**src/common/issue_pkg.sv**
```systemverilog
package issue_pkg;

  localparam int xlen = 32;
  localparam int reg_addr_width = 5;
  localparam int imm_width = 12;
  localparam int op_width = 3;

  localparam logic [op_width-1:0] op_nop = 3'd0;
  localparam logic [op_width-1:0] op_add = 3'd1;
  localparam logic [op_width-1:0] op_sub = 3'd2;
  localparam logic [op_width-1:0] op_and = 3'd3;
  localparam logic [op_width-1:0] op_xor = 3'd4;
  localparam logic [op_width-1:0] op_addi = 3'd5;
  localparam logic [op_width-1:0] op_load = 3'd6;
  localparam logic [op_width-1:0] op_store = 3'd7;

  // word addressed, byte address bits [1:0] ignored
  localparam int mem_depth = 256;
  localparam int mem_addr_width = $clog2(mem_depth);

endpackage

```
**src/rtl/execute_stage.sv**
```systemverilog
`timescale 1ns/1ps

module execute_stage (
  input  logic clock,
  input  logic reset,
  input  logic ex0_valid,
  input  logic [issue_pkg::op_width-1:0] ex0_op,
  input  logic [issue_pkg::reg_addr_width-1:0] ex0_rd,
  input  logic [issue_pkg::xlen-1:0] ex0_a,
  input  logic [issue_pkg::xlen-1:0] ex0_b,
  input  logic [issue_pkg::imm_width-1:0] ex0_imm,
  input  logic ex1_valid,
  input  logic [issue_pkg::op_width-1:0] ex1_op,
  input  logic [issue_pkg::reg_addr_width-1:0] ex1_rd,
  input  logic [issue_pkg::xlen-1:0] ex1_a,
  input  logic [issue_pkg::xlen-1:0] ex1_b,
  input  logic [issue_pkg::imm_width-1:0] ex1_imm,
  output logic mem0_valid,
  output logic [issue_pkg::op_width-1:0] mem0_op,
  output logic [issue_pkg::reg_addr_width-1:0] mem0_rd,
  output logic [issue_pkg::xlen-1:0] mem0_result,
  output logic [issue_pkg::xlen-1:0] mem0_store_data,
  output logic mem1_valid,
  output logic [issue_pkg::op_width-1:0] mem1_op,
  output logic [issue_pkg::reg_addr_width-1:0] mem1_rd,
  output logic [issue_pkg::xlen-1:0] mem1_result,
  output logic [issue_pkg::xlen-1:0] mem1_store_data
);

  function automatic logic [issue_pkg::xlen-1:0] alu(
      input logic [issue_pkg::op_width-1:0] op,
      input logic [issue_pkg::xlen-1:0] a,
      input logic [issue_pkg::xlen-1:0] b,
      input logic [issue_pkg::imm_width-1:0] imm);
    logic [issue_pkg::xlen-1:0] imm_ext;
    imm_ext = {{(issue_pkg::xlen - issue_pkg::imm_width){imm[issue_pkg::imm_width-1]}}, imm};
    case (op)
      issue_pkg::op_add: return a + b;
      issue_pkg::op_sub: return a - b;
      issue_pkg::op_and: return a & b;
      issue_pkg::op_xor: return a ^ b;
      // addi and address generation share the adder
      issue_pkg::op_addi, issue_pkg::op_load, issue_pkg::op_store: return a + imm_ext;
      default: return '0;
    endcase
  endfunction

  always_ff @(posedge clock) begin
    if (!reset) begin
      mem0_valid <= 1'b0;
      mem1_valid <= 1'b0;
    end else begin
      mem0_valid <= ex0_valid;
      mem1_valid <= ex1_valid;
    end
  end

  always_ff @(posedge clock) begin
    mem0_op <= ex0_op;
    mem0_rd <= ex0_rd;
    mem0_result <= alu(ex0_op, ex0_a, ex0_b, ex0_imm);
    mem0_store_data <= ex0_b;
    mem1_op <= ex1_op;
    mem1_rd <= ex1_rd;
    mem1_result <= alu(ex1_op, ex1_a, ex1_b, ex1_imm);
    mem1_store_data <= ex1_b;
  end

endmodule

```
**config.mk**
```make
export PLATFORM = sky130hd
export DESIGN_NAME = execute_stage
export DESIGN_NICKNAME = d
export VERILOG_FILES = /design/src/common/issue_pkg.sv /design/src/rtl/execute_stage.sv
export SDC_FILE = /design/constraint.sdc
export NUM_CORES = 1
export LEC_CHECK = 0
export ABC_AREA = 1
export BUFFER_PORTS_ARGS = -buffer_cell sky130_fd_sc_hd__buf_2
export CAP_MARGIN = 5
export CELL_PAD_IN_SITES_DETAIL_PLACEMENT = 1
export CELL_PAD_IN_SITES_GLOBAL_PLACEMENT = 2
export CORE_ASPECT_RATIO = 1.4
export CORE_MARGIN = 8
export CORE_UTILIZATION = 29
export DETAILED_ROUTE_END_ITERATION = 8
export PLACE_DENSITY_LB_ADDON = 0.1
export SYNTH_ARGS = -nofsm -noshare
export SYNTH_HDL_FRONTEND = slang
export SYNTH_SLANG_ARGS = --single-unit
```
**constraint.sdc**
```tcl
create_clock -name clock -period 4 [get_ports clock]
set_clock_uncertainty 0.15 [all_clocks]
set_input_delay 0.4 -clock clock [delete_from_list [all_inputs] [get_ports clock]]
set_output_delay 0.4 -clock clock [all_outputs]
set_load 0.01 [all_outputs]
```
==> flow_metrics.tcl <==
set metrics [dict create \
    grt_pass1_wl_mm 82.9 \
    met1_usage 0.224 \
    busiest_layer "met2" \
    p_leak_nw 7.39 \
    dpl_cell_area_um2 14000 \
    vias 13300 \
    power.density_nw_per_um2 363 \
    criticalPathCategory "primary input to flip-flop" \
    synth_top_area_frac 0.252 \
    slew_viol_final 0 \
    required_ns 4.17 \
    die-area_um2 46700 \
    die-height_um 252 \
    drtPass1Iterations 4 \
    first_global_vias 14800 \
    synth_cell_types 49 \
    dp_hpwl_mm 45.6 \
    hold_class "primary input to flip-flop" \
    synthTopCellsByArea "dfxtp_1 (25%), ha_1 (15%), nand2_1 (14%)" \
    max_freq_ghz 0.264 \
    tightest_slew_ns 1.06 \
    grt_overflow 0 \
    cp_common_cell "a21oi_1" \
    slew_headroom 0.291 \
    drive_gt1_frac 0.232 \
    grt_util_all_layers 0.232 \
    die_x_um 185 \
    pin_count 318 \
    grt.met2_usage 0.470 \
    ys_ff_latch 146 \
    slowest_stage "o311ai_0" \
    synthTopCellsByCount "nand2_1 (429), nor2_1 (185), nand3_1 (171)" \
    min_period_over_period 0.946 \
    clk_pin_slew_ns 0.07 \
    fillers 5143 \
    drt_wl_total_mm 54.1 \
    start_util 0.294 \
    p_sw_frac 0.382 \
    drc 0 \
    power_frac_clock 0.312 \
    clock-root-buffer "clkbuf_16" \
    ys.flop_type "dfxtp_1" \
    syn_to_final_growth_pct 30.9 \
    wl_per_cell_um 20.4 \
    max_cap_viol_count 0 \
    outcome "finished clean" \
    antenna_left 0 \
    synth_fp_nets 2038 \
    synth_edf_count 0 \
    post-route-min-period_ns 3.78 \
    power_frac_comb 0.379 \
    synth_top_area_cell "dfxtp_1" \
    switchingPower_w 0.00210 \
    cp_max_fo 4 \
    cts_buffers 17 \
    io_buffers 317 \
    nNetsFinal 2429 \
    critPathMaxStageDelay_ns 0.58 \
    design_area_um2 15200 \
    grt_max_degree 34 \
    internal-power_w 0.00341 \
    synthCells 1724 \
    yosysMostFrequentCell "nand2_1" \
    rows 86 \
    critPathArrivalTime_ns 3.96 \
    path_cells "dlygate4sd3_1 > buf_2 > nor2_2 > nand2_1 > nor2_4 > buf_4 > a21oi_1 > o311ai_0 > ha_1 > a21oi_1 > o21ai_0 > a21oi_1 > nand2_1 > or2_2 > nand3_1 > nand3_1" \
    htree_levels 4 \
    regArea_um2 2920 \
    seqPwrFrac 0.308 \
    grt_use_met3 0.0332 \
    synth_warnings 0 \
    antenna_found_initial 1 \
    core_area_um2 39400 \
    via_per_inst 5.00 \
    gp_congestion 0.897 \
    synth-async-reset-ratio 0 \
    irDropWorstVdd_mv 0.250 \
    setup_violations 0 \
    rsz0062_at_grt "true" \
    crit_path_end_kind "flip-flop" \
    drt_iter0_drc 389 \
    clock_path_buffers 2 \
    whs_ns 0.0131 \
    cts_tree "built" \
    hold_viol_final 0 \
    seq_area_frac_synth 0.252 \
    netlist_area_um2 11600 \
    cts_sinks 146 \
    start_kind "primary input" \
    avgSynthCellArea_um2 6.72 \
    multi_input_area_um2 7960 \
]
==> power by group through the flow <==
stage / sequential, W / combinational [W] / clock, W
floorplan: 0.00183 / 0.00108 / 0
global placement: 0.00173 / 0.00203 / 0
detailed placement: 0.00173 / 0.00205 / 0
CTS: 0.00170 / 0.00210 / 0.00177
global route: 0.00172 / 0.00234 / 0.00182
finish: 0.00170 / 0.00209 / 0.00172
==> cells by family after synthesis <==
group           Yosys count  share of synthesized area
simple gates            920                      0.360
compound gates          308                      0.160
buf+inv                 202                     0.0690
flops                   146                      0.252
fa+ha+maj               142                      0.155
xor+xnor                  6                    0.00454
==> flip-flops by register name (all words and copies together) (netlist names) <==
name             flops
mem1_store_data     32
mem0_result         32
mem0_op              3
mem1_valid           1
mem0_rd              5
mem1_rd              5
mem0_valid           1
mem1_op              3
mem0_store_data     32
mem1_result         32
==> cell usage in the layout, fill, tap and decap left out, types with 11 or more instances in the layout <==
cell type      Yosys  layout
dlygate4sd3_1      0      49
dfxtp_1          146     146
nand2_1          429     429
buf_2             18     317
nor2_2            14      18
o21bai_1          16      16
o211ai_1          11      11
o21ai_1            9      14
o21ai_0           66      61
nand4_1           20      20
nor2_4            16      19
or2_2             20      20
inv_1            161     161
ha_1             140     139
nor2_1           185     178
nand3b_1          11      11
buf_4              5      38
nor3_1            14      11
clkbuf_16          0      17
nand3_1          171     171
a22oi_1           22      22
a31oi_1           13      13
a21oi_1          120     115
a22o_1            18      18
==> worst paths after layout <==
path / start / to / slack, ns / cells past startpoint
setup / recovery: ex0_b[1] / mem0_result[14] / 0.22 / 16
hold / removal: ex1_b[8] / mem1_store_data[8] / 0.01 / 1
==> critical path, delay by kind of cell <==
family                     cells  cell delay (ns)
buffers and inverters          3             0.83
adders and majority gates      1             0.39
AOI/OAI and AO/OA              5             1.34
and+or+nand+nor                7             0.98
==> layer usage <==
layer,vias to the layer above,share of wire
met3,101,0.034
met4,0,0.043
met5,-,0
li1,6609,-
met2,261,0.57
met1,6322,0.36
==> stage by stage <==
stage | total power (W) | setup TNS [ns] | cells | setup slack, ns | util
2_1_floorplan | 0.00291 | 0 | 1724 | 1.05 | -
3_3_place_gp | 0.00376 | 0 | 2574 | 0.0295 | 0.355
3_5_place_dp | 0.00378 | -0.0298 | 2574 | -0.0240 | 0.355
4_1_cts | 0.00558 | 0 | 2654 | 0.0839 | 0.382
5_1_grt | 0.00588 | -0.0502 | 2656 | -0.0381 | 0.385
6_report | 0.00551 | 0 | 2656 | 0.216 | 0.385
==> area by class of cell <==
cell class,instances,share of cell area
Antenna cell,1,0.000165
Clock buffer,19,0.0292
Clock inverter,12,0.0104
Inverter,169,0.0420
Multi-Input combinational cell,1376,0.525
Sequential cell,146,0.193
Tap cell,528,0.0436
Timing Repair Buffer,405,0.157
==> repair_timing <==
action                                  in CTS  in global routing
buffers inserted                             0                  1
endpoints found under the hold margin       47                  0
endpoints found under the setup margin       0                 23
hold buffers                                49                  0
resized for setup                            0                 29
Power figures use the tool's default switching activity.
