`src/common/issue_pkg.sv`:
```
package issue_pkg;

  localparam int xlen = 32;
  localparam int reg_addr_width = 5;
  localparam int imm_width = 12;
  localparam int op_width = 3;

  localparam logic [op_width-1:0] op_nop = 3'd0;
  localparam logic [op_width-1:0] op_add = 3'd1;
  localparam logic [op_width-1:0] op_sub = 3'd2;
  localparam logic [op_width-1:0] op_and = 3'd3;
  localparam logic [op_width-1:0] op_xor = 3'd4;
  localparam logic [op_width-1:0] op_addi = 3'd5;
  localparam logic [op_width-1:0] op_load = 3'd6;
  localparam logic [op_width-1:0] op_store = 3'd7;

  // word addressed, byte address bits [1:0] ignored
  localparam int mem_depth = 256;
  localparam int mem_addr_width = $clog2(mem_depth);

endpackage

```
`src/issue/issue_stage.sv`:
```
`timescale 1ns/1ps

module issue_stage (
  input  logic clock,
  input  logic reset,
  input  logic in_valid,
  output logic in_ready,
  input  logic slot1_valid,
  input  logic [issue_pkg::op_width-1:0] in0_op,
  input  logic [issue_pkg::reg_addr_width-1:0] in0_rd,
  input  logic [issue_pkg::reg_addr_width-1:0] in0_rs1,
  input  logic [issue_pkg::reg_addr_width-1:0] in0_rs2,
  input  logic [issue_pkg::imm_width-1:0] in0_imm,
  input  logic [issue_pkg::op_width-1:0] in1_op,
  input  logic [issue_pkg::reg_addr_width-1:0] in1_rd,
  input  logic [issue_pkg::reg_addr_width-1:0] in1_rs1,
  input  logic [issue_pkg::reg_addr_width-1:0] in1_rs2,
  input  logic [issue_pkg::imm_width-1:0] in1_imm,
  output logic [issue_pkg::reg_addr_width-1:0] raddr0,
  output logic [issue_pkg::reg_addr_width-1:0] raddr1,
  output logic [issue_pkg::reg_addr_width-1:0] raddr2,
  output logic [issue_pkg::reg_addr_width-1:0] raddr3,
  input  logic [issue_pkg::xlen-1:0] rdata0,
  input  logic [issue_pkg::xlen-1:0] rdata1,
  input  logic [issue_pkg::xlen-1:0] rdata2,
  input  logic [issue_pkg::xlen-1:0] rdata3,
  input  logic issue0,
  input  logic issue1,
  output logic held0_valid,
  output logic [issue_pkg::op_width-1:0] held0_op,
  output logic [issue_pkg::reg_addr_width-1:0] held0_rd,
  output logic [issue_pkg::reg_addr_width-1:0] held0_rs1,
  output logic [issue_pkg::reg_addr_width-1:0] held0_rs2,
  output logic held1_valid,
  output logic [issue_pkg::op_width-1:0] held1_op,
  output logic [issue_pkg::reg_addr_width-1:0] held1_rs1,
  output logic [issue_pkg::reg_addr_width-1:0] held1_rs2,
  output logic ex0_valid,
  output logic [issue_pkg::op_width-1:0] ex0_op,
  output logic [issue_pkg::reg_addr_width-1:0] ex0_rd,
  output logic [issue_pkg::xlen-1:0] ex0_a,
  output logic [issue_pkg::xlen-1:0] ex0_b,
  output logic [issue_pkg::imm_width-1:0] ex0_imm,
  output logic ex1_valid,
  output logic [issue_pkg::op_width-1:0] ex1_op,
  output logic [issue_pkg::reg_addr_width-1:0] ex1_rd,
  output logic [issue_pkg::xlen-1:0] ex1_a,
  output logic [issue_pkg::xlen-1:0] ex1_b,
  output logic [issue_pkg::imm_width-1:0] ex1_imm
);

  logic [issue_pkg::imm_width-1:0] held0_imm;
  logic [issue_pkg::reg_addr_width-1:0] held1_rd;
  logic [issue_pkg::imm_width-1:0] held1_imm;
  logic running;
  logic accept;
  logic shift;

  // ready once the holding register drains this cycle
  assign in_ready = running && (!held0_valid || (issue0 && (!held1_valid || issue1)));
  assign accept = in_valid && in_ready;
  // slot 0 left alone, slot 1 moves up to keep program order
  assign shift = issue0 && !issue1 && held1_valid;

  assign raddr0 = held0_rs1;
  assign raddr1 = held0_rs2;
  assign raddr2 = held1_rs1;
  assign raddr3 = held1_rs2;

  always_ff @(posedge clock) begin
    if (!reset) begin
      running <= 1'b0;
      held0_valid <= 1'b0;
      held1_valid <= 1'b0;
      ex0_valid <= 1'b0;
      ex1_valid <= 1'b0;
    end else begin
      running <= 1'b1;
      if (accept) begin
        held0_valid <= 1'b1;
        held1_valid <= slot1_valid;
      end else if (shift) begin
        held1_valid <= 1'b0;
      end else if (issue0) begin
        held0_valid <= 1'b0;
        held1_valid <= 1'b0;
      end
      ex0_valid <= issue0;
      ex1_valid <= issue1;
    end
  end

  always_ff @(posedge clock) begin
    if (accept) begin
      held0_op <= in0_op;
      held0_rd <= in0_rd;
      held0_rs1 <= in0_rs1;
      held0_rs2 <= in0_rs2;
      held0_imm <= in0_imm;
      held1_op <= in1_op;
      held1_rd <= in1_rd;
      held1_rs1 <= in1_rs1;
      held1_rs2 <= in1_rs2;
      held1_imm <= in1_imm;
    end else if (shift) begin
      held0_op <= held1_op;
      held0_rd <= held1_rd;
      held0_rs1 <= held1_rs1;
      held0_rs2 <= held1_rs2;
      held0_imm <= held1_imm;
    end
    ex0_op <= held0_op;
    ex0_rd <= held0_rd;
    ex0_a <= rdata0;
    ex0_b <= rdata1;
    ex0_imm <= held0_imm;
    ex1_op <= held1_op;
    ex1_rd <= held1_rd;
    ex1_a <= rdata2;
    ex1_b <= rdata3;
    ex1_imm <= held1_imm;
  end

endmodule

```
`config.mk`:
```
export PLATFORM = sky130hd
export DESIGN_NAME = issue_stage
export DESIGN_NICKNAME = d
export VERILOG_FILES = /design/src/common/issue_pkg.sv /design/src/issue/issue_stage.sv
export SDC_FILE = /design/constraint.sdc
export NUM_CORES = 1
export LEC_CHECK = 0
export BUFFER_PORTS_ARGS = -buffer_cell sky130_fd_sc_hd__buf_2
export CAP_MARGIN = 5
export CORE_AREA = 2 2 163 165
export CTS_BUF_LIST = sky130_fd_sc_hd__clkbuf_16
export CTS_CLUSTER_SIZE = 28
export DETAILED_ROUTE_END_ITERATION = 7
export DIE_AREA = 0 0 165 167
export MAX_ROUTING_LAYER = met4
export PLACE_DENSITY = 0.57
export RECOVER_POWER = 25
export SYNTH_ARGS = -nofsm -noshare
export SYNTH_HDL_FRONTEND = slang
export SYNTH_SLANG_ARGS = --single-unit
export TNS_END_PERCENT = 5
```
`constraint.sdc`:
```
create_clock -name clock -period 2.7 [get_ports clock]
set_input_delay 0.81 -clock clock [delete_from_list [all_inputs] [get_ports clock]]
set_output_delay 0.81 -clock clock [all_outputs]
set_load 0.02 [all_outputs]
```
==> out/qor.csv <==
stage,metric,value,unit
run_status,status,finished clean,
drt,routed_via_density,3.67,
logic_synthesis,syn_nets,498,
power,ir_worst_vdd,0.577,mV
clock_network,clock-root-buffer,clkbuf_16,
power,power_density,832,nW/um^2
worst_hold_path,holdPathEnd,ex0_imm[7],
critical_path,rr_startpoint,running,
worst_hold_path,hp-class,register to register,
job,max-cap-violations,0,
logic_synthesis,syn_inst,304,
timing,whs,0.335,ns
grt,gr-total-overflow,0,
timing,period_minus_slack,2.32,ns
grt,grt_pass1_vias,4078,
clock_network,cts_tree,yes,
floorplan,die_y,167,um
logic_synthesis,ys_warn_count,0,
critical_path,cp_num_buf_inv,1,
clock_network,clk_path_buf_depth,3,
grt,grt_first_pass_wirelength,25200,um
power,leakagePower,4.40,nW
logic_synthesis,ys_seq_elements,233,
clock_network,htreeDepth,1,
cells_and_area,drive_above_1_share,65.3,%
clock_network,cts_hold_buf,0,
critical_path,cp_data_arrival_time,1.51,ns
drt,drtPass1Iterations,4,
timing,hold_viol,0,
logic_synthesis,ys_async_sr_fraction,0,%
timing,fin_skew,0.0170,ns
logic_synthesis,synth_common_cells,"dfxtp_1 (173), edfxtp_1 (60), mux2_4 (27)",
clock_network,clk_pin_slew_worst_paths,0.06,ns
critical_path,worstRegToRegCells,4,
placement,hpwl,15200,um
power,total_power,7.61,mW
cells_and_area,area_delta_synth_final,52.3,%
floorplan,core_area,25800,um^2
placement,place.gp.congestion,0.803,
critical_path,worst_setup_path_start_kind,register,
logic_synthesis,yosysSeqAreaShare,87.7,%
clock_network,clock-sinks,233,
timing,drv_slew,0,
worst_hold_path,whs_path_depth,0,
grt,grt_usage,12.9,%
logic_synthesis,synth_top_area_share,57.7,%
timing,worst_slew_pin_slew,0.409,ns
drt,drt_iter0_drc,156,
timing,setup-tns-final,0,ns
timing,finalCritPeriodShare,86.1,%
floorplan,ioPinCount,418,
critical_path,r2r_slack,0.99,ns
floorplan,dieArea,27600,um^2
critical_path,critPathTopFamily,flip-flops,
floorplan,start_util,23.3,%
logic_synthesis,synth_top_area_cell,dfxtp_1,
floorplan,fp-row-count,59,
critical_path,r2r_end,held1_rs2[4],
drt,finalWirelength,18600,um
critical_path,end_kind,primary output,
critical_path,cpPeakStageDelay,0.38,ns
grt,antenna_found_initial,5,
cells_and_area,fin_nets,922,
grt,grt_max_degree,31,
timing,max_slew_margin,72.7,%
logic_synthesis,yosysMostFrequentCell,dfxtp_1,
drt,ant_nets,0,
logic_synthesis,syn-mean-instance-area,19.7,um^2
critical_path,path_cells,"nor2b_1, o21ai_0, and2_1, buf_2",
logic_synthesis,ys_types,17,
drt,drc_errors,0,
timing,setup_viol,0,
critical_path,critical_path_required,1.89,ns
clock_network,cts_buffers,25,
logic_synthesis,yosys-top-cells-area,"dfxtp_1 (58%), edfxtp_1 (30%), mux2_4 (6.8%)",
cells_and_area,fill_cells,2535,
clock_network,postCtsSetupRepairBufs,0,
drt,vias,3988,
critical_path,crit_cells,4,
timing,max_freq,0.430,GHz
logic_synthesis,synth_area,6000,um^2
logic_synthesis,ys.flop_type,dfxtp_1,
floorplan,die_x,165,um
critical_path,worst_path_max_delay_cell,dfxtp_1,
placement,numPortBuffers,417,
timing,rsz0062_at_grt,false,
worst_hold_path,hold_start,held0_imm[7],
drt,wl_per_cell,17.1,um
clock_network,clock_latency,0.52,ns
critical_path,crit_fanout,4,
clock_network,cts_resized,0,
critical_path,path_class,register to primary output,
logic_synthesis,synth_edf_count,60,
==> cells by family after synthesis <==
logic type             count (synthesis)  share of synthesized area [%]
multiplexers                          30                           7.32
AND/OR/NAND/NOR                       12                           1.33
buffers and inverters                 25                           3.19
AO/OA/AOI/OAI                          4                          0.438
flip-flops                           233                           87.7
==> where the power goes <==
part           internal [mW]  switching [mW]  total [mW]
registers               3.77          0.0652        3.84
logic                  0.266           0.374       0.640
clock network           1.79            1.34        3.13
total                   5.83            1.78        7.61
==> per-layer routing <==
layer  vias up  routed length [um]  GRT usage (%)
met1      1839                7060           14.3
met4         0                 347           4.12
met5         -                   0              -
met3        28                2150           4.61
met2       256                9070           21.6
li1       1865                   -              -
==> cells in the final DEF, fill, tap and decap left out, drive strengths merged <==
cell / count
nand2: 4
inv: 13
nand3: 1
diode: 5
mux2: 30
nand2b: 1
and2: 4
nand3b: 1
buf: 419
o2111ai: 1
o21ai: 2
clkinvlp: 1
nor2b: 1
clkinv: 6
clkbuf: 28
dfxtp: 173
edfxtp: 60
a21boi: 1
==> flip-flops by register name (all words and copies together) (netlist names), 12 cells and up <==
signal and flops:
held0_imm 12, ex0_a 32, ex1_a 32, ex1_imm 12, ex0_imm 12, ex0_b 32
ex1_b 32, held1_imm 12
==> through the flow <==
step                      instances  setup WS (ns)  util (%)  area (um^2)
after floorplan                 304          0.419         -         6000
after global placement         1036          0.411      32.5         8370
after detailed placement       1036          0.371      32.5         8370
after CTS                      1081          0.371      35.4         9130
after global routing           1086          0.309      35.5         9140
final                          1086          0.376      35.5         9140
==> worst max path at each step <==
stage | start | to | slack, ns
after floorplan | issue1 | held0_imm[0] | 0.42
after global placement | issue0 | held1_imm[11] | 0.41
after detailed placement | issue0 | held1_imm[3] | 0.37
after CTS | held1_valid | in_ready | 0.37
after global routing | held1_valid | in_ready | 0.31
final | held1_valid | in_ready | 0.38
==> final cells by class <==
type                            count  area, um^2  area share, %
Multi-Input combinational cell     46         548           5.99
Timing Repair Buffer              420        2130           23.3
Clock inverter                     18        82.6          0.903
Clock buffer                       27         676           7.39
Sequential cell                   233        5270           57.6
Antenna cell                        5        12.5          0.137
Inverter                            2        7.51         0.0821
Tap cell                          335         419           4.58
Note: power is estimated with default switching activity, not from simulation.
