[src/common/issue_pkg.sv]
package issue_pkg;

  localparam int xlen = 32;
  localparam int reg_addr_width = 5;
  localparam int imm_width = 12;
  localparam int op_width = 3;

  localparam logic [op_width-1:0] op_nop = 3'd0;
  localparam logic [op_width-1:0] op_add = 3'd1;
  localparam logic [op_width-1:0] op_sub = 3'd2;
  localparam logic [op_width-1:0] op_and = 3'd3;
  localparam logic [op_width-1:0] op_xor = 3'd4;
  localparam logic [op_width-1:0] op_addi = 3'd5;
  localparam logic [op_width-1:0] op_load = 3'd6;
  localparam logic [op_width-1:0] op_store = 3'd7;

  // word addressed, byte address bits [1:0] ignored
  localparam int mem_depth = 256;
  localparam int mem_addr_width = $clog2(mem_depth);

endpackage

[src/issue/hazard_check.sv]
`timescale 1ns/1ps

module hazard_check (
  input  logic held0_valid,
  input  logic [issue_pkg::op_width-1:0] held0_op,
  input  logic [issue_pkg::reg_addr_width-1:0] held0_rd,
  input  logic [issue_pkg::reg_addr_width-1:0] held0_rs1,
  input  logic [issue_pkg::reg_addr_width-1:0] held0_rs2,
  input  logic held1_valid,
  input  logic [issue_pkg::op_width-1:0] held1_op,
  input  logic [issue_pkg::reg_addr_width-1:0] held1_rs1,
  input  logic [issue_pkg::reg_addr_width-1:0] held1_rs2,
  input  logic ex0_valid,
  input  logic [issue_pkg::op_width-1:0] ex0_op,
  input  logic [issue_pkg::reg_addr_width-1:0] ex0_rd,
  input  logic ex1_valid,
  input  logic [issue_pkg::op_width-1:0] ex1_op,
  input  logic [issue_pkg::reg_addr_width-1:0] ex1_rd,
  input  logic mem0_valid,
  input  logic [issue_pkg::op_width-1:0] mem0_op,
  input  logic [issue_pkg::reg_addr_width-1:0] mem0_rd,
  input  logic mem1_valid,
  input  logic [issue_pkg::op_width-1:0] mem1_op,
  input  logic [issue_pkg::reg_addr_width-1:0] mem1_rd,
  output logic issue0,
  output logic issue1
);

  logic [3:0] stage_wr;
  logic [3:0][issue_pkg::reg_addr_width-1:0] stage_rd;
  logic stall0;
  logic stall1;
  logic pair_dep;
  logic pair_mem;

  function automatic logic writes(input logic [issue_pkg::op_width-1:0] op);
    return op != issue_pkg::op_nop && op != issue_pkg::op_store;
  endfunction

  function automatic logic uses_rs1(input logic [issue_pkg::op_width-1:0] op);
    return op != issue_pkg::op_nop;
  endfunction

  function automatic logic uses_rs2(input logic [issue_pkg::op_width-1:0] op);
    return op inside {issue_pkg::op_add, issue_pkg::op_sub, issue_pkg::op_and,
                      issue_pkg::op_xor, issue_pkg::op_store};
  endfunction

  function automatic logic is_mem(input logic [issue_pkg::op_width-1:0] op);
    return op == issue_pkg::op_load || op == issue_pkg::op_store;
  endfunction

  function automatic logic blocked(input logic [issue_pkg::reg_addr_width-1:0] src,
                                   input logic [3:0] wr,
                                   input logic [3:0][issue_pkg::reg_addr_width-1:0] rd);
    logic hit;
    hit = 1'b0;
    for (int i = 0; i < 4; i++) begin
      if (wr[i] && rd[i] == src) begin
        hit = 1'b1;
      end
    end
    return hit && src != '0;
  endfunction

  // ex slots first, then mem slots
  assign stage_wr = {mem1_valid && writes(mem1_op), mem0_valid && writes(mem0_op),
                     ex1_valid && writes(ex1_op), ex0_valid && writes(ex0_op)};
  assign stage_rd = {mem1_rd, mem0_rd, ex1_rd, ex0_rd};

  assign stall0 = (uses_rs1(held0_op) && blocked(held0_rs1, stage_wr, stage_rd)) ||
                  (uses_rs2(held0_op) && blocked(held0_rs2, stage_wr, stage_rd));
  assign stall1 = (uses_rs1(held1_op) && blocked(held1_rs1, stage_wr, stage_rd)) ||
                  (uses_rs2(held1_op) && blocked(held1_rs2, stage_wr, stage_rd));

  // no forwarding inside the pair
  assign pair_dep = writes(held0_op) && held0_rd != '0 &&
                    ((uses_rs1(held1_op) && held1_rs1 == held0_rd) ||
                     (uses_rs2(held1_op) && held1_rs2 == held0_rd));
  assign pair_mem = is_mem(held0_op) && is_mem(held1_op);

  assign issue0 = held0_valid && !stall0;
  assign issue1 = issue0 && held1_valid && !stall1 && !pair_dep && !pair_mem;

endmodule

[config.mk]
export PLATFORM = sky130hd
export DESIGN_NAME = hazard_check
export DESIGN_NICKNAME = d
export VERILOG_FILES = /design/src/common/issue_pkg.sv /design/src/issue/hazard_check.sv
export SDC_FILE = /design/constraint.sdc
export NUM_CORES = 1
export LEC_CHECK = 0
export BUFFER_PORTS_ARGS = -buffer_cell sky130_fd_sc_hd__buf_2
export CAP_MARGIN = 20
export CORE_MARGIN = 3
export CORE_UTILIZATION = 49
export DETAILED_ROUTE_END_ITERATION = 12
export PLACE_DENSITY_LB_ADDON = 0.3
export RECOVER_POWER = 50
export SYNTH_ARGS = -nofsm -noshare
export SYNTH_HDL_FRONTEND = slang
export SYNTH_SLANG_ARGS = --single-unit
[constraint.sdc]
create_clock -name vclk -period 2.2
set_clock_uncertainty 0.2 [all_clocks]
set_input_delay 0.33 -clock vclk [all_inputs]
set_output_delay 0.33 -clock vclk [all_outputs]
set_load 0.01 [all_outputs]
==> results of run 1 <==
## metal layers
layer | share of wire | vias up
met2 | 0.49 | 121
met4 | 0.040 | 0
li1 | - | 803
met3 | 0.10 | 24
met5 | 0 | -
met1 | 0.37 | 834
## cells in the final DEF (no fill, tap or decap), drive strengths merged
master | netlist | final
a21oi | 2 | 2
a221o | 1 | 1
and3 | 1 | 1
buf | 16 | 91
clkbuf | 8 | 1
nand3 | 25 | 25
nand4 | 1 | 1
nor2 | 5 | 5
nor2b | 2 | 2
nor3 | 7 | 7
nor4 | 21 | 21
o211ai | 1 | 1
o21ai | 3 | 3
o32ai | 1 | 1
or3 | 4 | 4
or4 | 5 | 5
xnor2 | 51 | 51
xor2 | 40 | 40
## power groups by stage
stage | Sequential (mW) | Clock, mW | Combinational (mW)
global placement | 0 | 0 | 0.363
global route | 0 | 0 | 0.491
detailed placement | 0 | 0 | 0.370
floorplan | 0 | 0 | 0.232
finish | 0 | 0 | 0.459
CTS | 0 | 0 | 0.382
## kinds of logic (layout without fill, tap and decap cells)
| logic type | Yosys count | in the layout | synth area share |
|---|---|---|---|
| xor gates and xnor gates | 91 | 91 | 0.565 |
| and+or+nand+nor | 71 | 71 | 0.304 |
| buffers and inverters | 24 | 92 | 0.0913 |
| AOI/OAI and AO/OA | 8 | 8 | 0.0399 |
## through the flow
step / setup WS (ns) / hold WS (ns) / setup TNS [ns] / cells
CTS: -0.182 / 0.793 / -0.284 / 289
global placement: -0.247 / 0.796 / -0.322 / 288
detailed placement: -0.234 / 0.790 / -0.303 / 288
global route: -0.363 / 0.806 / -0.662 / 292
finish: -0.308 / 0.797 / -0.546 / 292
floorplan: 0.0942 / 0.556 / 0 / 194
## how the worst max path moves through the flow
stage / start / to / slack, ns / depth (start not counted)
CTS: mem0_op[2] / issue1 / -0.18 / 8
detailed placement: mem1_op[0] / issue1 / -0.23 / 8
finish: mem0_op[2] / issue1 / -0.31 / 9
global route: mem0_op[2] / issue1 / -0.36 / 9
global placement: ex0_op[0] / issue1 / -0.25 / 8
floorplan: ex1_op[0] / issue1 / 0.09 / 6
## area by class of cell
type / instances / share of cell area
multi-input combinational: 170 / 0.716
timing repair buffer: 92 / 0.267
tap: 30 / 0.0177
## timing repair
item / CTS / global route
pin swaps: 12 / 17
gates resized for setup: 8 / 35
setup endpoints to repair: 2 / 2
setup buffers: 1 / 3
## worst min-delay path: cells and delay by family
| family | cells | cell delay, ns |
|---|---|---|
| buffers and inverters | 2 | 0.24 |
| AO/OA/AOI/OAI | 1 | 0.06 |
| AND/OR/NAND/NOR | 1 | 0.04 |
==> report_table.html, run 1 <==
<table>
<tr><th>Metric</th><th>Value</th></tr>
<tr><th colspan="2">GRT</th></tr>
<tr><td>Global-route total usage across every layer</td><td>0.249</td></tr>
<tr><td>Met3 Resource Use GR</td><td>0.0130</td></tr>
<tr><td>Number of antenna violations at the first check in global routing</td><td>0</td></tr>
<tr><td>Met1 layer usage reported by global route</td><td>0.341</td></tr>
<tr><td>Routing usage on met2</td><td>0.437</td></tr>
<tr><td>GR Overflow Total</td><td>0</td></tr>
<tr><td>Grt peak-use layer</td><td>met2</td></tr>
<tr><td>Vias in the first global route</td><td>1548</td></tr>
<tr><td>Maximum number of pins on one net before global-route repair</td><td>7</td></tr>
<tr><td>Wire length of the first global-routing pass</td><td>6.98 mm</td></tr>
<tr><th colspan="2">Pwr</th></tr>
<tr><td>Internal power contribution</td><td>218 µW</td></tr>
<tr><td>PD cells</td><td>roughly 220 mW/mm²</td></tr>
<tr><td>Static leakage</td><td>0.856 nW</td></tr>
<tr><td>Max rail drop VDD</td><td>157 µV</td></tr>
<tr><td>Comb power frac</td><td>1.000</td></tr>
<tr><td>Overall power consumption</td><td>459 µW</td></tr>
<tr><td>Fraction of power consumed by the clock network</td><td>0</td></tr>
<tr><td>P_sw</td><td>241 µW</td></tr>
<tr><td>Switch share</td><td>0.526</td></tr>
<tr><td>Seq pwr share</td><td>0</td></tr>
<tr><th colspan="2">Setup path</th></tr>
<tr><td>CP Capture Type</td><td>primary output</td></tr>
<tr><td>Critical path launch point type</td><td>input port</td></tr>
<tr><td>Delay of the slowest cell on the worst path</td><td>roughly 0.39 ns</td></tr>
<tr><td>Endpoint required time on the critical path</td><td>1.67 ns</td></tr>
<tr><td>Cell breakdown of the critical path</td><td>buf_6 -&gt; or3_4 -&gt; nand3_4 -&gt; buf_6 -&gt; nor4_1 -&gt; nor4_1 -&gt; o32ai_1 -&gt; nor4_2 -&gt; buf_2</td></tr>
<tr><td>Largest fanout of any net on the critical path</td><td>3</td></tr>
<tr><td>Category of the most critical setup path</td><td>input port to primary output</td></tr>
<tr><td>Arrival time at the worst endpoint</td><td>1.98 ns</td></tr>
<tr><td>Max stage delay cell, worst path</td><td>sky130_fd_sc_hd__or3_4</td></tr>
<tr><td>WP buf/inv</td><td>3</td></tr>
<tr><td>Worst path top cell family by delay</td><td>simple AND/OR/NAND/NOR gates</td></tr>
<tr><th colspan="2">Logic synthesis</th></tr>
<tr><td>Cell area after synthesis</td><td>0.00141 mm²</td></tr>
<tr><td>Fraction of the yosys area taken by sequential cells</td><td>0</td></tr>
<tr><td>Top-area cell type share of the netlist area</td><td>0.316</td></tr>
<tr><td>Top-count cell post-synth</td><td>sky130_fd_sc_hd__xnor2_1</td></tr>
<tr><td>Cells after Synth</td><td>between 150 and 200</td></tr>
<tr><td>Syn_nets</td><td>roughly 260</td></tr>
<tr><td>Unique masters post-synth</td><td>26</td></tr>
<tr><td>Yosys warning total</td><td>0</td></tr>
<tr><td>Synth top area cells</td><td>sky130_fd_sc_hd__xnor2_1 32%, sky130_fd_sc_hd__xor2_1 25%, sky130_fd_sc_hd__nor4_1 8.9%</td></tr>
<tr><td>Cell types with the highest counts after synthesis</td><td>51 x sky130_fd_sc_hd__xnor2_1, 40 x sky130_fd_sc_hd__xor2_1, 22 x sky130_fd_sc_hd__nand3_1, 20 x sky130_fd_sc_hd__nor4_1, 14 x sky130_fd_sc_hd__buf_2</td></tr>
<tr><td>Cell type with the largest total area after synthesis</td><td>sky130_fd_sc_hd__xnor2_1</td></tr>
<tr><td>Per-instance average area after synthesis</td><td>7.28 µm²</td></tr>
<tr><th colspan="2">CTS</th></tr>
<tr><td>Quantity of hold-fixing buffers added after cts</td><td>0</td></tr>
<tr><th colspan="2">Hold path</th></tr>
<tr><td>Worst Hold Class</td><td>input port to primary output</td></tr>
<tr><td>Hold-critical path depth</td><td>4</td></tr>
<tr><td>Endpoint of the worst hold path</td><td>issue1</td></tr>
<tr><td>Hold Path Origin</td><td>held1_valid</td></tr>
<tr><th colspan="2">Floorplanning</th></tr>
<tr><td>Height of the die</td><td>59.7 µm</td></tr>
<tr><td>Core box area</td><td>0.00261 mm²</td></tr>
<tr><td>Top-level port count</td><td>71</td></tr>
<tr><td>Area enclosed by the die boundary</td><td>0.00356 mm²</td></tr>
<tr><td>Horiz. Die Dim</td><td>59.7 µm</td></tr>
<tr><td>Row count</td><td>18</td></tr>
<tr><td>Initial core utilization</td><td>0.540</td></tr>
<tr><th colspan="2">Placement</th></tr>
<tr><td>Dpl cell area</td><td>0.00182 mm²</td></tr>
<tr><td>IO buf count</td><td>71</td></tr>
<tr><td>Final Wtd Congestion</td><td>~0.93</td></tr>
<tr><td>HPWL after detailed placement</td><td>3.68 mm</td></tr>
<tr><th colspan="2">Layout</th></tr>
<tr><td>Layout filler cell count</td><td>175</td></tr>
<tr><td>Number of diodes added for antenna fixing</td><td>0</td></tr>
<tr><td>Area of the multi-input gates</td><td>about 0.0015 mm²</td></tr>
<tr><td>Syn-to-layout area delta</td><td>49.9%</td></tr>
<tr><td>Cell area after layout</td><td>0.00212 mm²</td></tr>
<tr><td>Register area</td><td>0 µm²</td></tr>
<tr><td>Util after Layout</td><td>0.810</td></tr>
<tr><td>Share of final-layout standard cells stronger than drive strength 1</td><td>0.477</td></tr>
<tr><td>Total of clock buffers placed in the layout</td><td>0</td></tr>
<tr><td>Fin nets</td><td>333</td></tr>
<tr><td>Total number of sequential cells</td><td>0</td></tr>
<tr><th colspan="2">Route</th></tr>
<tr><td>DRC viols</td><td>0</td></tr>
<tr><td>Antenna violation net count after detailed routing</td><td>0</td></tr>
<tr><td>Starting DRC count in detailed routing</td><td>59</td></tr>
<tr><td>Wirelength, routed</td><td>5.45 mm</td></tr>
<tr><td>Detailed-route vias per instance</td><td>6.10</td></tr>
<tr><td>WL per Instance</td><td>18.7 µm</td></tr>
<tr><td>Via count</td><td>1782</td></tr>
<tr><td>Pre-Repair DR Iteration Count</td><td>4</td></tr>
<tr><th colspan="2">STA</th></tr>
<tr><td>Share of the clock period used by the worst path</td><td>1.14</td></tr>
<tr><td>Slew at the pin closest to its max-slew limit</td><td>0.474 ns</td></tr>
<tr><td>Max_slew headroom</td><td>0.682</td></tr>
<tr><td>Final hold vios</td><td>0</td></tr>
<tr><td>Slew Viols, Final</td><td>0</td></tr>
<tr><td>Highest attainable clock frequency</td><td>399 MHz</td></tr>
<tr><td>Final-report setup violation count</td><td>2</td></tr>
<tr><td>Worst Setup Slack, final</td><td>-0.308 ns</td></tr>
<tr><td>RSZ-0062 raised after global routing</td><td>yes</td></tr>
<tr><td>Min Tclk post-route</td><td>between 2 and 3 ns</td></tr>
<tr><th colspan="2">Run status</th></tr>
<tr><td>Violations in the final reports</td><td>setup timing</td></tr>
<tr><td>Status</td><td>finished with violations</td></tr>
<tr><th colspan="2">Run</th></tr>
<tr><td>Max-cap violations</td><td>0</td></tr>
</table>
No activity file was read; power rests on OpenSTA's default activity.
==> run 2: changes to the inputs <==
==> constraint.sdc (replaced) <==
create_clock -name vclk -period 2.84
set_clock_uncertainty 0.2 [all_clocks]
set_input_delay 0.426 -clock vclk [all_inputs]
set_output_delay 0.426 -clock vclk [all_outputs]
set_load 0.01 [all_outputs]
==> run 2 against run 1 <==
Net effect:
- the flow now finishes without violations
- combinational power down 42%
- sequential share of layout area unchanged
- non-clock buffer count is 21 lower
- design area down 21%
- global-route usage decreased by 2.4 points
- first-iteration DRC count decreased by 54%
- final cell count fell by 7.2%
- utilization shrank 17 points
- via count is 15% lower
- critical path depth down 1
- largest cell class unchanged
- clock-buffer cell count is the same
- sequential cell count unchanged
==> report_table.html, run 2 (synthesis results as in run 1) <==
<table>
<tr><th>Metric</th><th>Value</th></tr>
<tr><th colspan="2">Run status</th></tr>
<tr><td>Status</td><td>finished, final reports clean (was finished with violations)</td></tr>
<tr><th colspan="2">Setup path</th></tr>
<tr><td>Critical path origin</td><td>ex0_op[0] (was mem0_op[2])</td></tr>
<tr><td>Critical path launch point type</td><td>input port (unchanged)</td></tr>
<tr><td>Worst setup path endpoint</td><td>issue1 (unchanged)</td></tr>
<tr><td>Largest fanout of any net on the critical path</td><td>4 (was 3)</td></tr>
<tr><td>CP Capture Type</td><td>primary output (unchanged)</td></tr>
<tr><td>Arrival time at the worst endpoint</td><td>2.04 ns (was 1.98 ns)</td></tr>
<tr><td>Endpoint required time on the critical path</td><td>2.21 ns (was 1.67 ns)</td></tr>
<tr><td>Category of the most critical setup path</td><td>input port to primary output (unchanged)</td></tr>
<tr><th colspan="2">CTS</th></tr>
<tr><td>Post-CTS Setup Repair Bufs</td><td>0 (was 1)</td></tr>
<tr><td>Number of gates resized after CTS</td><td>0 (was 8)</td></tr>
<tr><td>Quantity of hold-fixing buffers added after cts</td><td>0 (unchanged)</td></tr>
<tr><th colspan="2">Route</th></tr>
<tr><td>Starting DRC count in detailed routing</td><td>27 (was 59)</td></tr>
<tr><td>Pre-Repair DR Iteration Count</td><td>4 (unchanged)</td></tr>
<tr><td>WL per Instance</td><td>14.8 µm (was 18.7 µm)</td></tr>
<tr><td>Detailed-route vias per instance</td><td>5.56 (was 6.10)</td></tr>
<tr><td>DRC viols</td><td>0 (unchanged)</td></tr>
<tr><td>Antenna violation net count after detailed routing</td><td>0 (unchanged)</td></tr>
<tr><td>Via count</td><td>1506 (was 1782)</td></tr>
<tr><td>Wirelength, routed</td><td>4.02 mm (was 5.45 mm)</td></tr>
<tr><th colspan="2">STA</th></tr>
<tr><td>Min Tclk post-route</td><td>2.66 ns</td></tr>
<tr><td>Final hold vios</td><td>0 (unchanged)</td></tr>
<tr><td>Highest attainable clock frequency</td><td>375 MHz</td></tr>
<tr><td>Share of the clock period used by the worst path</td><td>0.938</td></tr>
<tr><td>RSZ-0062 raised after global routing</td><td>no (was yes)</td></tr>
<tr><td>Hold Worst Slack</td><td>0.987 ns (was 0.797 ns)</td></tr>
<tr><td>Max_slew headroom</td><td>0.733 (was 0.682)</td></tr>
<tr><td>Slew at the pin closest to its max-slew limit</td><td>0.398 ns (was 0.474 ns)</td></tr>
<tr><td>Slew Viols, Final</td><td>0 (unchanged)</td></tr>
<tr><td>Setup TNS</td><td>0 ns (was -0.546 ns)</td></tr>
<tr><td>Final-report setup violation count</td><td>0 (was 2)</td></tr>
<tr><th colspan="2">GRT</th></tr>
<tr><td>GR Overflow Total</td><td>0 (unchanged)</td></tr>
<tr><td>Number of antenna violations at the first check in global routing</td><td>0 (unchanged)</td></tr>
<tr><td>Maximum number of pins on one net before global-route repair</td><td>7 (unchanged)</td></tr>
<tr><td>Vias in the first global route</td><td>1392 (was 1548)</td></tr>
<tr><td>Global-route total usage across every layer</td><td>0.225 (was 0.249)</td></tr>
<tr><td>Wire length of the first global-routing pass</td><td>6.35 mm (was 6.98 mm)</td></tr>
<tr><th colspan="2">Layout</th></tr>
<tr><td>Total of clock buffers placed in the layout</td><td>0 (unchanged)</td></tr>
<tr><td>Total number of sequential cells</td><td>0 (unchanged)</td></tr>
<tr><td>Most common library cell in the layout ignoring fill and taps</td><td>sky130_fd_sc_hd__buf_2 (unchanged)</td></tr>
<tr><td>Most frequent cells in the layout</td><td>71 x sky130_fd_sc_hd__buf_2, 51 x sky130_fd_sc_hd__xnor2_1, 40 x sky130_fd_sc_hd__xor2_1 (was 66 x sky130_fd_sc_hd__buf_2, 46 x sky130_fd_sc_hd__xnor2_1, 40 x sky130_fd_sc_hd__xor2_1)</td></tr>
<tr><td>Util after Layout</td><td>0.641 (was 0.810)</td></tr>
<tr><td>Cell area after layout</td><td>0.00168 mm² (was 0.00212 mm²)</td></tr>
<tr><td>Share of final-layout standard cells stronger than drive strength 1</td><td>0.328 (was 0.477)</td></tr>
<tr><td>Fin nets</td><td>312 (was 333)</td></tr>
<tr><td>Syn-to-layout area delta</td><td>18.7% (was 49.9%)</td></tr>
<tr><td>Register area</td><td>0 µm² (unchanged)</td></tr>
<tr><td>Number of diodes added for antenna fixing</td><td>0 (unchanged)</td></tr>
<tr><th colspan="2">Floorplanning</th></tr>
<tr><td>Top-level port count</td><td>71 (unchanged)</td></tr>
<tr><td>Height of the die</td><td>59.7 µm (unchanged)</td></tr>
<tr><td>Core box area</td><td>0.00261 mm² (unchanged)</td></tr>
<tr><td>Horiz. Die Dim</td><td>59.7 µm (unchanged)</td></tr>
<tr><td>Area enclosed by the die boundary</td><td>0.00356 mm² (unchanged)</td></tr>
<tr><td>Row count</td><td>18 (unchanged)</td></tr>
<tr><td>Initial core utilization</td><td>0.540 (unchanged)</td></tr>
<tr><th colspan="2">Hold path</th></tr>
<tr><td>Worst Hold Class</td><td>input port to primary output (unchanged)</td></tr>
<tr><th colspan="2">Pwr</th></tr>
<tr><td>Max rail drop VDD</td><td>105 µV (was 157 µV)</td></tr>
<tr><td>PD cells</td><td>158 mW/mm² (was 217 mW/mm²)</td></tr>
<tr><td>Static leakage</td><td>0.667 nW (was 0.856 nW)</td></tr>
<tr><th colspan="2">Placement</th></tr>
<tr><td>Dpl cell area</td><td>0.00168 mm² (was 0.00182 mm²)</td></tr>
<tr><td>HPWL after detailed placement</td><td>3.43 mm (was 3.68 mm)</td></tr>
<tr><td>IO buf count</td><td>71 (unchanged)</td></tr>
<tr><td>Final Wtd Congestion</td><td>0.890 (was 0.925)</td></tr>
<tr><th colspan="2">Run</th></tr>
<tr><td>Max-cap violations</td><td>0 (unchanged)</td></tr>
</table>
[run 2: cell types whose count changed in the layout (fill, tap and decap cells not counted), sizes merged]
cell,delta
buf,-20
clkbuf,-1
[run 2: per-stage QoR]
stage,std cells,setup WS [ns],power [mW]
after floorplan,194,0.542,0.180
after global placement,271,0.237,0.261
after detailed placement,271,0.179,0.264
after CTS,271,0.184,0.265
after global routing,271,0.0490,0.292
final,271,0.176,0.266
[run 2: layout make-up]
type | instances | area (µm²)
timing repair buffer | 71 | 355
multi-input combinational | 170 | 1280
fill | 251 | 937
tap | 30 | 37.5
[run 2: critical path, stage by stage]
cell                      delay (ns)
sky130_fd_sc_hd__buf_2          0.10
sky130_fd_sc_hd__or3_1          0.37
sky130_fd_sc_hd__nand3_2        0.12
sky130_fd_sc_hd__nor4_1         0.07
sky130_fd_sc_hd__nor4_1         0.38
sky130_fd_sc_hd__o21ai_1        0.15
sky130_fd_sc_hd__nor4_2         0.25
sky130_fd_sc_hd__buf_2          0.16
[run 2: where the power goes]
part	total, mW	switching (mW)	internal (mW)
Combinational	0.266	0.139	0.127
Sequential	0	0	0
Clock	0	0	0
[run 2: metal layers]
layer | vias to the layer above | GRT usage | wire, µm
li1 | 763 | - | -
met1 | 682 | 0.328 | 1820
met2 | 61 | 0.381 | 1890
met3 | 0 | 0.0108 | 307
met4 | 0 | 0.00949 | 0
met5 | - | 0 | 0
[run 2: worst min path at each step]
stage / cells after the start / slack [ns] / from / to
5_1_grt: 4 / 1.01 / held1_valid / issue1
4_1_cts: 4 / 0.99 / held1_valid / issue1
3_5_place_dp: 4 / 0.98 / held1_valid / issue1
6_report: 4 / 0.99 / held1_valid / issue1
3_3_place_gp: 4 / 0.99 / held1_valid / issue1
2_1_floorplan: 2 / 0.75 / held1_valid / issue1
==> run 3: changes to the inputs <==
--- a/config.mk
+++ b/config.mk
@@ -7,8 +7,10 @@
 export LEC_CHECK = 0
 export BUFFER_PORTS_ARGS = -buffer_cell sky130_fd_sc_hd__buf_2
 export CAP_MARGIN = 20
+export CELL_PAD_IN_SITES_DETAIL_PLACEMENT = 1
+export CELL_PAD_IN_SITES_GLOBAL_PLACEMENT = 1
 export CORE_MARGIN = 3
-export CORE_UTILIZATION = 49
+export CORE_UTILIZATION = 33
 export DETAILED_ROUTE_END_ITERATION = 12
 export PLACE_DENSITY_LB_ADDON = 0.3
 export RECOVER_POWER = 50
==> run 3 against run 2 <==
Net effect:
- first-iteration DRC count grew 85%
- die area grew 43%
- critical endpoint unchanged
- via count grew 3.9%
- combinational power grew 3%
- design area is 1.5% higher
- utilization is 22 points lower
- largest cell class unchanged
- global-route usage down 2.4 points
- sequential share of layout area did not move
==> report_table.html, run 3 (synthesis results as in run 1) <==
<table>
<tr><th>Metric</th><th>Value</th></tr>
<tr><th colspan="2">Route</th></tr>
<tr><td>Total met2 wirelength after detailed routing</td><td>2.50 mm (was 1.89 mm)</td></tr>
<tr><td>Starting DRC count in detailed routing</td><td>50 (was 27)</td></tr>
<tr><td>Pre-Repair DR Iteration Count</td><td>4 (unchanged)</td></tr>
<tr><td>Routed wl met3</td><td>291 µm (was 307 µm)</td></tr>
<tr><td>Via count</td><td>1564 (was 1506)</td></tr>
<tr><td>WL per Instance</td><td>17.7 µm (was 14.8 µm)</td></tr>
<tr><td>DRC viols</td><td>0 (unchanged)</td></tr>
<tr><td>Wirelength, routed</td><td>5.14 mm (was 4.02 mm)</td></tr>
<tr><td>Antenna violation net count after detailed routing</td><td>0 (unchanged)</td></tr>
<tr><td>Top Layer Used</td><td>met4 (was met3)</td></tr>
<tr><td>Detailed-route vias per instance</td><td>5.37 (was 5.56)</td></tr>
<tr><td>Met1 routed wirelength after detailed routing</td><td>2.30 mm (was 1.82 mm)</td></tr>
<tr><th colspan="2">STA</th></tr>
<tr><td>Max_slew headroom</td><td>0.642 (was 0.733)</td></tr>
<tr><td>RSZ-0062 raised after global routing</td><td>no (unchanged)</td></tr>
<tr><td>Slew at the pin closest to its max-slew limit</td><td>0.532 ns (was 0.398 ns)</td></tr>
<tr><td>Final-report setup violation count</td><td>0 (unchanged)</td></tr>
<tr><td>Final hold vios</td><td>0 (unchanged)</td></tr>
<tr><td>Setup TNS</td><td>0 ns (unchanged)</td></tr>
<tr><td>Highest attainable clock frequency</td><td>374 MHz (was 375 MHz)</td></tr>
<tr><td>Slew Viols, Final</td><td>0 (unchanged)</td></tr>
<tr><td>Share of the clock period used by the worst path</td><td>0.941 (was 0.938)</td></tr>
<tr><td>Min Tclk post-route</td><td>2.67 ns (was 2.66 ns)</td></tr>
<tr><th colspan="2">Setup path</th></tr>
<tr><td>Arrival time at the worst endpoint</td><td>2.05 ns (was 2.04 ns)</td></tr>
<tr><td>Worst path top cell family by delay</td><td>simple AND/OR/NAND/NOR gates (unchanged)</td></tr>
<tr><td>Category of the most critical setup path</td><td>input port to primary output (unchanged)</td></tr>
<tr><td>WP buf/inv</td><td>2 (unchanged)</td></tr>
<tr><td>Endpoint required time on the critical path</td><td>2.21 ns (about the same)</td></tr>
<tr><td>Max stage delay cell, worst path</td><td>sky130_fd_sc_hd__nor4_1 (unchanged)</td></tr>
<tr><td>Cell count along the critical path</td><td>8 (unchanged)</td></tr>
<tr><td>Delay of the slowest cell on the worst path</td><td>0.41 ns (was 0.38 ns)</td></tr>
<tr><td>Cell breakdown of the critical path</td><td>buf_2 -&gt; or3_1 -&gt; nand3_2 -&gt; nor4_1 -&gt; nor4_1 -&gt; o21ai_1 -&gt; nor4_2 -&gt; buf_2 (unchanged)</td></tr>
<tr><td>CP Capture Type</td><td>primary output (unchanged)</td></tr>
<tr><td>Critical path launch point type</td><td>input port (unchanged)</td></tr>
<tr><td>Largest fanout of any net on the critical path</td><td>4 (unchanged)</td></tr>
<tr><th colspan="2">Placement</th></tr>
<tr><td>Final Wtd Congestion</td><td>0.856 (was 0.890)</td></tr>
<tr><td>HPWL after detailed placement</td><td>4.39 mm (was 3.43 mm)</td></tr>
<tr><td>Placed cells</td><td>291 (was 271)</td></tr>
<tr><td>IO buf count</td><td>71 (unchanged)</td></tr>
<tr><th colspan="2">Hold path</th></tr>
<tr><td>Hold-critical path depth</td><td>4 (unchanged)</td></tr>
<tr><td>Worst Hold Class</td><td>input port to primary output (unchanged)</td></tr>
<tr><th colspan="2">Layout</th></tr>
<tr><td>Number of diodes added for antenna fixing</td><td>0 (unchanged)</td></tr>
<tr><td>Syn-to-layout area delta</td><td>20.5% (was 18.7%)</td></tr>
<tr><td>Register area</td><td>0 µm² (unchanged)</td></tr>
<tr><td>Total of clock buffers placed in the layout</td><td>0 (unchanged)</td></tr>
<tr><td>Most common library cell in the layout ignoring fill and taps</td><td>sky130_fd_sc_hd__buf_2 (unchanged)</td></tr>
<tr><td>Share of final-layout standard cells stronger than drive strength 1</td><td>0.328 (unchanged)</td></tr>
<tr><td>Number of standard cells in the final layout excluding fillers</td><td>291 (was 271)</td></tr>
<tr><td>Most frequent cells in the layout</td><td>70 x sky130_fd_sc_hd__buf_2, 51 x sky130_fd_sc_hd__xnor2_1, 40 x sky130_fd_sc_hd__xor2_1 (was 71 x sky130_fd_sc_hd__buf_2, 51 x sky130_fd_sc_hd__xnor2_1, 40 x sky130_fd_sc_hd__xor2_1)</td></tr>
<tr><td>Area of the multi-input gates</td><td>0.00128 mm² (unchanged)</td></tr>
<tr><td>Layout filler cell count</td><td>539 (was 251)</td></tr>
<tr><td>Fin nets</td><td>312 (unchanged)</td></tr>
<tr><td>Total number of sequential cells</td><td>0 (unchanged)</td></tr>
<tr><th colspan="2">Pwr</th></tr>
<tr><td>Comb power frac</td><td>1.000 (about the same)</td></tr>
<tr><td>PD cells</td><td>161 mW/mm² (was 158 mW/mm²)</td></tr>
<tr><td>Fraction of power consumed by the clock network</td><td>0 (about the same)</td></tr>
<tr><td>Internal power contribution</td><td>127 µW (about the same)</td></tr>
<tr><td>Static leakage</td><td>0.667 nW (about the same)</td></tr>
<tr><td>Switch share</td><td>0.537 (was 0.523)</td></tr>
<tr><td>P_sw</td><td>147 µW (was 139 µW)</td></tr>
<tr><td>Seq pwr share</td><td>0 (about the same)</td></tr>
<tr><td>Max rail drop VDD</td><td>53.1 µV (was 105 µV)</td></tr>
<tr><th colspan="2">Floorplanning</th></tr>
<tr><td>Area enclosed by the die boundary</td><td>0.00510 mm² (was 0.00356 mm²)</td></tr>
<tr><td>Height of the die</td><td>71.4 µm (was 59.7 µm)</td></tr>
<tr><td>Core box area</td><td>0.00406 mm² (was 0.00261 mm²)</td></tr>
<tr><td>Top-level port count</td><td>71 (unchanged)</td></tr>
<tr><td>Initial core utilization</td><td>0.348 (was 0.540)</td></tr>
<tr><td>Row count</td><td>23 (was 18)</td></tr>
<tr><td>Horiz. Die Dim</td><td>71.4 µm (was 59.7 µm)</td></tr>
<tr><th colspan="2">GRT</th></tr>
<tr><td>Vias in the first global route</td><td>1693 (was 1392)</td></tr>
<tr><td>Number of antenna violations at the first check in global routing</td><td>0 (unchanged)</td></tr>
<tr><td>Wire length of the first global-routing pass</td><td>8.31 mm (was 6.35 mm)</td></tr>
<tr><td>GR Overflow Total</td><td>0 (unchanged)</td></tr>
<tr><td>Maximum number of pins on one net before global-route repair</td><td>7 (unchanged)</td></tr>
<tr><td>Global-route total usage across every layer</td><td>0.201 (was 0.225)</td></tr>
<tr><th colspan="2">CTS</th></tr>
<tr><td>Post-CTS Setup Repair Bufs</td><td>0 (unchanged)</td></tr>
<tr><td>Number of gates resized after CTS</td><td>0 (unchanged)</td></tr>
<tr><td>Quantity of hold-fixing buffers added after cts</td><td>0 (unchanged)</td></tr>
<tr><th colspan="2">Run status</th></tr>
<tr><td>Status</td><td>finished, final reports clean (unchanged)</td></tr>
<tr><th colspan="2">Run</th></tr>
<tr><td>Max-cap violations</td><td>0 (unchanged)</td></tr>
</table>
-- run 3: per-layer routing --
layer  track usage  vias to the layer above
met3        0.0182                        5
met4        0.0292                        0
met2         0.365                       51
met5             0                        -
met1         0.262                      747
li1              -                      761
-- run 3: path summary, 6_finish.rpt --
path	from	end	slack, ns
setup / recovery	ex0_op[0]	issue1	0.17
hold / removal	held1_valid	issue1	0.98
-- run 3: area by class of cell --
| cell class | count | share of cell area |
|---|---|---|
| Multi-Input combinational cell | 170 | 0.754 |
| Timing Repair Buffer | 71 | 0.209 |
| Tap cell | 50 | 0.0368 |
-- run 3: metrics by stage --
step | setup WS [ns] | hold slack (ns) | power, mW | util | area [µm²]
3_3_place_gp | 0.189 | 0.986 | 0.269 | 0.419 | 1700
3_5_place_dp | 0.193 | 0.981 | 0.275 | 0.419 | 1700
4_1_cts | 0.190 | 0.982 | 0.276 | 0.419 | 1700
6_report | 0.167 | 0.978 | 0.274 | 0.419 | 1700
5_1_grt | 0.0417 | 0.997 | 0.302 | 0.419 | 1700
2_1_floorplan | 0.542 | 0.748 | 0.180 | - | 1410
-- run 3: power groups by stage --
stage	sequential (mW)	clock [mW]	combinational, mW
2_1_floorplan	0	0	0.180
3_3_place_gp	0	0	0.269
3_5_place_dp	0	0	0.275
4_1_cts	0	0	0.276
5_1_grt	0	0	0.302
6_report	0	0	0.274
-- run 3: tightest hold or removal path, delay by kind of cell --
| kind | cells | cell delay (ns) |
|---|---|---|
| AND/OR/NAND/NOR | 1 | 0.04 |
| buffers and inverters | 2 | 0.23 |
| AO/OA/AOI/OAI | 1 | 0.05 |
